--- config.mk ---
export PLATFORM = sky130hd
export DESIGN_NAME = merge_stream_top
export DESIGN_NICKNAME = d
export VERILOG_FILES = /design/src/source/merge_pkg.sv /design/src/source/tx_counter.sv /design/src/source/word_builder.sv /design/src/source/merge_ctrl.sv /design/src/source/merge_stream_top.sv
export SDC_FILE = /design/constraint.sdc
export NUM_CORES = 1
export LEC_CHECK = 0
export ABC_CLOCK_PERIOD_IN_PS = 7870
export BUFFER_PORTS_ARGS = -buffer_cell sky130_fd_sc_hd__buf_2
export CAP_MARGIN = 20
export CORE_AREA = 2 2 150 152
export DETAILED_ROUTE_END_ITERATION = 16
export DIE_AREA = 0 0 152 154
export PLACE_DENSITY = 0.64
export SYNTH_ARGS = -nofsm -noshare
export SYNTH_HDL_FRONTEND = slang
export SYNTH_SLANG_ARGS = --single-unit
--- constraint.sdc ---
create_clock -name clk -period 7.87 [get_ports clk]
set_input_delay 1.1805 -clock clk [delete_from_list [all_inputs] [get_ports clk]]
set_output_delay 1.1805 -clock clk [all_outputs]
set_load 0.1 [all_outputs]
--- src/source/merge_pkg.sv ---
package merge_pkg;

    //////////////////////////////////////////////////////////////////////
    // stream constants
    //////////////////////////////////////////////////////////////////////

    // width of every word on the bypass, result and output streams
    localparam int stream_w = 128;

    // each base is packed as two bits, so one word carries 64 bases
    localparam int base_w = 2;
    localparam int bases_per_tx = stream_w / base_w;

    // position widths cover queries up to 1023 and targets up to 4095 bases
    localparam int q_pos_w = 10;
    localparam int t_pos_w = 12;

    // alignment scores are signed
    localparam int score_w = 9;

    //////////////////////////////////////////////////////////////////////
    // word layouts
    //////////////////////////////////////////////////////////////////////

    typedef logic [stream_w-1:0] stream_word_t;

    // query header, the length sits in the low 16 bits and the
    // merger writes the local score just above it
    typedef struct packed {
        logic [stream_w-16-score_w-1:0] pad;
        logic signed [score_w-1:0]      score;
        logic [15:0]                    len;
    } query_header_t;

    // target header, only the length is interpreted here
    typedef struct packed {
        logic [stream_w-16-1:0] rest;
        logic [15:0]            len;
    } target_header_t;

    // one alignment result, fields listed from the top down
    typedef struct packed {
        logic [stream_w-q_pos_w-2*t_pos_w-2*score_w-1:0] pad;
        logic [q_pos_w-1:0]                              q_base_local;
        logic [t_pos_w-1:0]                              t_base_local;
        logic signed [score_w-1:0]                       local_score;
        logic [t_pos_w-1:0]                              t_base_global;
        logic signed [score_w-1:0]                       global_score;
    } smwa_result_t;

    //////////////////////////////////////////////////////////////////////
    // control encodings
    //////////////////////////////////////////////////////////////////////

    typedef enum logic [3:0] {
        wait_result,
        header_q,
        data_q,
        header_t,
        data_t,
        extra,
        trailer_q,
        trailer_t,
        trailer_g
    } merge_state_t;

    typedef enum logic [2:0] {
        sel_pass,
        sel_q_header,
        sel_trailer_q,
        sel_trailer_t,
        sel_trailer_g
    } word_sel_t;

endpackage

--- src/source/tx_counter.sv ---
`timescale 1ns/1ps

// counts the bypass words still owed in the current counted section
module tx_counter import merge_pkg::*; #(
    parameter int num_extra_tx = 3
) (
    input  logic         clk,
    input  logic         rst,
    input  stream_word_t s2i_data,
    input  logic         load_len,
    input  logic         len_is_target,
    input  logic         load_extra,
    input  logic         step,
    output logic         section_empty
);

    localparam int lg_bases = $clog2(bases_per_tx);

    // wide enough for the longest target in words, plus one spare bit
    localparam int cnt_w = t_pos_w - lg_bases + 1;

    query_header_t  q_hdr;
    target_header_t t_hdr;
    logic [t_pos_w-1:0] len;
    logic [t_pos_w:0]   len_round;
    logic [cnt_w-1:0]   count;

    assign q_hdr = query_header_t'(s2i_data);
    assign t_hdr = target_header_t'(s2i_data);

    // the query length field is narrower than the target one
    assign len = len_is_target ? t_hdr.len[t_pos_w-1:0]
                               : {{(t_pos_w-q_pos_w){1'b0}}, q_hdr.len[q_pos_w-1:0]};

    // a partly filled last word still has to be forwarded
    assign len_round = {1'b0, len} + (t_pos_w+1)'(bases_per_tx - 1);

    always_ff @(posedge clk) begin
        if (rst) begin
            count <= '0;
        end else if (load_len) begin
            count <= cnt_w'(len_round >> lg_bases);
        end else if (load_extra) begin
            count <= cnt_w'(num_extra_tx);
        end else if (step) begin
            count <= count - 1'b1;
        end
    end

    assign section_empty = (count == '0);

    // the controller must stop taking words once the section is done
    a_no_underflow: assert property (
        @(posedge clk) disable iff (rst)
        step |-> (count != '0)
    );

endmodule

--- src/source/word_builder.sv ---
`timescale 1ns/1ps

// rewrites the accepted bypass word with result fields and holds it in
// the output register until the sink takes it
module word_builder import merge_pkg::*; (
    input  logic         clk,
    input  logic         rst,
    input  logic         load,
    input  word_sel_t    sel,
    input  smwa_result_t s1i_data,
    input  stream_word_t s2i_data,
    output logic         s1o_valid,
    input  logic         s1o_rdy,
    output stream_word_t s1o_data,
    output logic         out_free
);

    localparam int half_w = stream_w / 2;

    query_header_t q_hdr_in;
    query_header_t q_hdr_out;
    stream_word_t  next_word;

    assign q_hdr_in = query_header_t'(s2i_data);

    // keep the query length, drop whatever sat above it and put the
    // local score in its own field
    always_comb begin
        q_hdr_out = '0;
        q_hdr_out.len = q_hdr_in.len;
        q_hdr_out.score = s1i_data.local_score;
    end

    //////////////////////////////////////////////////////////////////////
    // next word mux
    //////////////////////////////////////////////////////////////////////

    always_comb begin
        case (sel)
            sel_q_header: begin
                next_word = stream_word_t'(q_hdr_out);
            end
            // local query end base on top of the lower bypass half
            sel_trailer_q: begin
                next_word = {{(half_w-q_pos_w){1'b0}}, s1i_data.q_base_local,
                             s2i_data[half_w-1:0]};
            end
            // this trailer is made only of result fields
            sel_trailer_t: begin
                next_word = {{(half_w-t_pos_w){1'b0}}, s1i_data.t_base_global,
                             {(half_w-t_pos_w){1'b0}}, s1i_data.t_base_local};
            end
            sel_trailer_g: begin
                next_word = {s2i_data[stream_w-1:half_w],
                             {(half_w-score_w){s1i_data.global_score[score_w-1]}},
                             s1i_data.global_score};
            end
            default: begin
                next_word = s2i_data;
            end
        endcase
    end

    //////////////////////////////////////////////////////////////////////
    // output register
    //////////////////////////////////////////////////////////////////////

    // room exists when empty or when the held word leaves on this edge
    assign out_free = !s1o_valid || s1o_rdy;

    always_ff @(posedge clk) begin
        if (rst) begin
            s1o_valid <= 1'b0;
        end else if (load) begin
            s1o_valid <= 1'b1;
        end else if (s1o_rdy) begin
            s1o_valid <= 1'b0;
        end
    end

    always_ff @(posedge clk) begin
        if (load) begin
            s1o_data <= next_word;
        end
    end

    // a stalled word must not change under the sink
    a_hold_stalled: assert property (
        @(posedge clk) disable iff (rst)
        (s1o_valid && !s1o_rdy) |=> (s1o_valid && $stable(s1o_data))
    );

endmodule

--- src/source/merge_ctrl.sv ---
`timescale 1ns/1ps

// walks one record at a time through its sections and decides when a
// bypass word may be taken and how it is to be rewritten
module merge_ctrl import merge_pkg::*; (
    input  logic      clk,
    input  logic      rst,
    input  logic      s1i_valid,
    output logic      s1i_rdy,
    input  logic      s2i_valid,
    output logic      s2i_rdy,
    input  logic      out_free,
    input  logic      section_empty,
    output logic      load,
    output word_sel_t sel,
    output logic      load_len,
    output logic      len_is_target,
    output logic      load_extra,
    output logic      step
);

    merge_state_t state;
    merge_state_t state_nxt;

    // high in any state that wants a bypass word this cycle
    logic takes_word;

    // a bypass word moves on this edge
    logic xfer;

    //////////////////////////////////////////////////////////////////////
    // state register
    //////////////////////////////////////////////////////////////////////

    always_ff @(posedge clk) begin
        if (rst) begin
            state <= wait_result;
        end else begin
            state <= state_nxt;
        end
    end

    //////////////////////////////////////////////////////////////////////
    // bypass handshake
    //////////////////////////////////////////////////////////////////////

    // headers and trailers always take exactly one word, the counted
    // sections only take words while the counter has some left
    always_comb begin
        case (state)
            header_q, header_t, trailer_q, trailer_t, trailer_g: begin
                takes_word = 1'b1;
            end
            data_q, data_t, extra: begin
                takes_word = !section_empty;
            end
            default: begin
                takes_word = 1'b0;
            end
        endcase
    end

    // the output register must be able to take the rewritten word
    assign s2i_rdy = takes_word && out_free;
    assign xfer = s2i_rdy && s2i_valid;
    assign load = xfer;

    // only the header states hand a length to the counter
    assign len_is_target = (state == header_t);
    assign load_len = xfer && ((state == header_q) || (state == header_t));

    // counted sections step once per accepted word
    assign step = xfer && ((state == data_q) || (state == data_t) || (state == extra));

    // the result is released together with the last trailer word
    assign s1i_rdy = xfer && (state == trailer_g);

    //////////////////////////////////////////////////////////////////////
    // word select and next state
    //////////////////////////////////////////////////////////////////////

    always_comb begin
        case (state)
            header_q:  sel = sel_q_header;
            trailer_q: sel = sel_trailer_q;
            trailer_t: sel = sel_trailer_t;
            trailer_g: sel = sel_trailer_g;
            default:   sel = sel_pass;
        endcase
    end

    always_comb begin
        state_nxt = state;
        load_extra = 1'b0;
        case (state)
            // nothing is forwarded before the result is there, since the
            // very first word already needs the local score
            wait_result: begin
                if (s1i_valid) begin
                    state_nxt = header_q;
                end
            end
            header_q: begin
                if (xfer) begin
                    state_nxt = data_q;
                end
            end
            // the counter is reloaded on the header edge, so section_empty
            // is already meaningful on the first cycle here
            data_q: begin
                if (section_empty) begin
                    state_nxt = header_t;
                end
            end
            header_t: begin
                if (xfer) begin
                    state_nxt = data_t;
                end
            end
            data_t: begin
                if (section_empty) begin
                    // the extra count is loaded on the way out
                    load_extra = 1'b1;
                    state_nxt = extra;
                end
            end
            extra: begin
                if (section_empty) begin
                    state_nxt = trailer_q;
                end
            end
            trailer_q: begin
                if (xfer) begin
                    state_nxt = trailer_t;
                end
            end
            trailer_t: begin
                if (xfer) begin
                    state_nxt = trailer_g;
                end
            end
            trailer_g: begin
                if (xfer) begin
                    state_nxt = wait_result;
                end
            end
            default: begin
                state_nxt = wait_result;
            end
        endcase
    end

    // the result fields are read all through the record, so the result
    // source must keep offering it until the last trailer takes it
    a_result_held: assert property (
        @(posedge clk) disable iff (rst)
        (state != wait_result) |-> s1i_valid
    );

endmodule

--- src/source/merge_stream_top.sv ---
`timescale 1ns/1ps

// merges the bypass record stream with the alignment result stream
module merge_stream_top import merge_pkg::*; #(
    parameter int num_extra_tx = 3
) (
    input  logic         clk,
    input  logic         rst,

    // alignment results, one per record
    input  logic         s1i_valid,
    output logic         s1i_rdy,
    input  smwa_result_t s1i_data,

    // bypass record words
    input  logic         s2i_valid,
    output logic         s2i_rdy,
    input  stream_word_t s2i_data,

    // merged output stream
    output logic         s1o_valid,
    input  logic         s1o_rdy,
    output stream_word_t s1o_data
);

    // controller to builder
    logic      load;
    word_sel_t sel;
    logic      out_free;

    // controller to counter
    logic load_len;
    logic len_is_target;
    logic load_extra;
    logic step;
    logic section_empty;

    merge_ctrl i_ctrl (
        .clk           (clk),
        .rst           (rst),
        .s1i_valid     (s1i_valid),
        .s1i_rdy       (s1i_rdy),
        .s2i_valid     (s2i_valid),
        .s2i_rdy       (s2i_rdy),
        .out_free      (out_free),
        .section_empty (section_empty),
        .load          (load),
        .sel           (sel),
        .load_len      (load_len),
        .len_is_target (len_is_target),
        .load_extra    (load_extra),
        .step          (step)
    );

    tx_counter #(
        .num_extra_tx (num_extra_tx)
    ) i_tx_counter (
        .clk           (clk),
        .rst           (rst),
        .s2i_data      (s2i_data),
        .load_len      (load_len),
        .len_is_target (len_is_target),
        .load_extra    (load_extra),
        .step          (step),
        .section_empty (section_empty)
    );

    word_builder i_word_builder (
        .clk       (clk),
        .rst       (rst),
        .load      (load),
        .sel       (sel),
        .s1i_data  (s1i_data),
        .s2i_data  (s2i_data),
        .s1o_valid (s1o_valid),
        .s1o_rdy   (s1o_rdy),
        .s1o_data  (s1o_data),
        .out_free  (out_free)
    );

endmodule

==> impl_metrics.csv <==
group,metric,value,unit
outcome,status,"complete, no violations",
timing,post-route-period-util,0.4883,
synthesis,synth-main-ff-cell,"edfxtp_1",
setup_path,cp-start-kind,"flop",
floorplan,die_h,154,um
placement,io_buffers,315,
synthesis,ys_seq_area_frac,0.6740,
cts,hold_buffers,0,
drt,vias,5000,
floorplan,chipWidth,152,um
cts,htreeDepth,4,
global_routing,grt_max_degree,67,
global_routing,antenna_found_initial,4,
floorplan,num_rows,54,
timing,fin_setup_tns,0,ps
min_path,min-delay-path-class,"flop to flop",
timing,finalHoldViolations,0,
drt,wl_per_cell,17.85,um
cts,cts_tree,"built",
synthesis,synthSimpleGateAreaFrac,0.1299,
cts,cts_made_buffers,17,
min_path,hold_start,"i_tx_counter.count[3]",
synthesis,yosysTopAreaCellShare,0.6343,
placement,dp_hpwl,13980,um
setup_path,path_buf_inv,2,
synthesis,synth.largest_area_cell,"edfxtp_1",
synthesis,syn_area,6060,um2
cts,clock_sinks,140,
timing,final.setup_skew,11.22,ps
setup_path,cp_slowest_cell,"or3b_1",
layout,layout_common_cells,"buf_2, edfxtp_1, and2_1",
timing,layout_min_cycle_time,3843,ps
cts,post_cts_buffers,0,
cts,cts_resized,0,
setup_path,crit_start,"i_tx_counter.count[0]",
timing,tightest_slew,852.9,ps
cts,clk_pin_slew,60,ps
timing,fmax,0.2602,GHz
synthesis,syn_area_per_cell,13.29,um2
placement,dp_cells,1028,
synthesis,synthMuxAreaShare,0.003304,
synthesis,yosysWarnings,0,
floorplan,core_area,21690,um2
layout,num-nets-final,1032,
drt,drt_iter0_drc,337,
layout,fin_cells,1066,
drt,drtAntennaViolNets,0,
floorplan,start_util,0.2794,
timing,slew_viol_final,0,
setup_path,criticalPathCategory,"flop to output port",
layout,area_growth,40.99,%
floorplan,dieArea,23410,um2
setup_path,setup.worst_path.end_class,"output port",
setup_path,cpPeakStageDelay,480,ps
global_routing,overflow,0,
setup_path,worstPathMaxFanout,8,
layout,fillers,2106,
drt,drtPass1Iterations,6,
setup_path,crit_family,"simple AND/OR/NAND/NOR gates",
layout,register_area,4084,um2
placement,globalplace.congestion,0.8840,
synthesis,synth_cell_types,48,
layout,drive_above_1_share,0.4649,
cts,cts_root_buf,"clkbuf_16",
layout,multi_input_area,1800,um2
global_routing,grt_pass1_wl,28860,um
drt,routed_wl,19030,um
synthesis,synth_edf_count,128,
setup_path,arrival,2660,ps
synthesis,async_reset_ff_frac,0,
synthesis,synth-xor-area-share,0.008672,
timing,grt_setup_unrepaired,"false",
synthesis,synth_top_family_by_area,"compound AO/OA/AOI/OAI gates",
synthesis,synth_seq_cells,140,
synthesis,synth.area.top_cells,"edfxtp_1, and2_1, a21o_1",
drt,avgViaCountPerCell,4.690,
cts,clk_path_buf_depth,2,
power,peakVddDrop,287.0,uV
setup_path,r2r_start,"i_ctrl.state[3]",
drt,drc,0,
synthesis,synthAdderAreaFrac,0.002065,
synthesis,synth_compound_area_frac,0.1495,
timing,final-setup-viol-count,0,
setup_path,required,6690,ps
timing,slew_headroom,0.4262,
power,cellLeakagePower,3.837,nW
synthesis,synth_nets,718,
synthesis,syn_inst,456,
global_routing,grt_pass1_vias,4948,
setup_path,path_common_cell,"nor2_1",
setup_path,crit_chain,"inv_1 > ha_1 > or3b_1 > o21ai_0 > a31oi_1 > nor2_1 > nor2_1 > buf_2",
run,cap_violations,0,
power,powerDensity,441.9,nW/um2
layout,final_common_cell,"buf_2",
global_routing,grt_usage,0.1597,
floorplan,io_pins,392,
cts,insertion_delay,410,ps
-- power breakdown --
group          internal (mW)  switching [mW]  leakage, nW
Combinational          0.351            1.52         2.29
Clock                  0.416           0.343        0.264
Sequential              1.09          0.0626         1.29
Total                   1.85            1.92         3.84
-- cell type report --
cell class              instances  area share
flip-flops and latches        140      0.4780
multi-input cells             264      0.2108
repair buffers                326      0.1951
clock buffers                  18     0.05023
well taps                     280     0.04101
clock inverters                14     0.01479
inverters                      21    0.009227
diodes                          3   0.0008787
-- cells in the mapped netlist, types with 2 or more instances --
library cell  number
a21oi_1            9
mux2i_1            2
clkbuf_1          25
a32oi_1            2
a211oi_1           7
o21ai_0            5
and2_1            54
nor3_1             6
a21o_1            43
nand3_1            5
edfxtp_1         128
xor2_1             3
a221oi_1           2
nand2b_1           5
a31oi_1            2
or4_1              2
inv_1             21
nor3b_1            2
buf_2              2
nand2_1           26
nor2_1            11
a22oi_1            9
dfxtp_1           12
or3_1              3
buf_1              4
xnor2_1            3
and3_1             2
a22o_1             2
nand4_1            4
nor4b_1            2
or3b_1             2
nor2b_1            5
or2_2              2
a221o_1           14
a222oi_1          10
nor4_1             5
o32ai_1            4
-- logic make-up after synthesis --
logic type	count (synthesis)
AO/OA/AOI/OAI	116
XOR/XNOR	6
adder cells (fa/ha/maj)	1
buffers and inverters	52
flip-flops	140
multiplexers	2
AND/OR/NAND/NOR	139
-- final timing paths --
check | end | slack, ps | cells past startpoint
max | s2i_rdy | 4030 | 8
min | i_tx_counter.count[3] | 520 | 2
max reg2reg | i_word_builder.s1o_data[44] | 4930 | 6
min reg2reg | i_tx_counter.count[3] | 520 | 2
-- worst reg2reg max path, stage by stage, from the launching register on --
cell and delay, ps:
dfxtp_1 750, nor3b_1 400, nor2b_1 180, buf_4 230, nor2_1 120, nor2_4 150, buf_4 670
-- metal layers --
layer / wire length (um) / part of all wire / global-route usage
met1: 8307 / 0.44 / 0.2092
met5: 0 / 0 / 0
met3: 1332 / 0.070 / 0.05242
met4: 130 / 0.0068 / 0.03338
met2: 9261 / 0.49 / 0.2600
-- state kept, by name, summed over array words and instances (netlist names) --
| signal | count |
|---|---|
| i_word_builder.s1o_data | 128 |
| i_word_builder.s1o_valid | 1 |
| i_tx_counter.count | 7 |
| i_ctrl.state | 4 |
-- metrics by stage --
step	setup WS [ps]	util	power [mW]	hold WS, ps	area, um2
3_5_place_dp	4293	0.3664	3.030	509.0	7948
3_3_place_gp	4270	0.3662	3.008	506.3	7943
6_report	4027	0.3939	3.775	519.7	8543
5_1_grt	3784	0.3937	3.932	540.4	8538
2_1_floorplan	502.9	-	2.726	478.1	6060
4_1_cts	4024	0.3921	3.801	517.9	8503
Note: power is estimated with default switching activity, not from simulation.
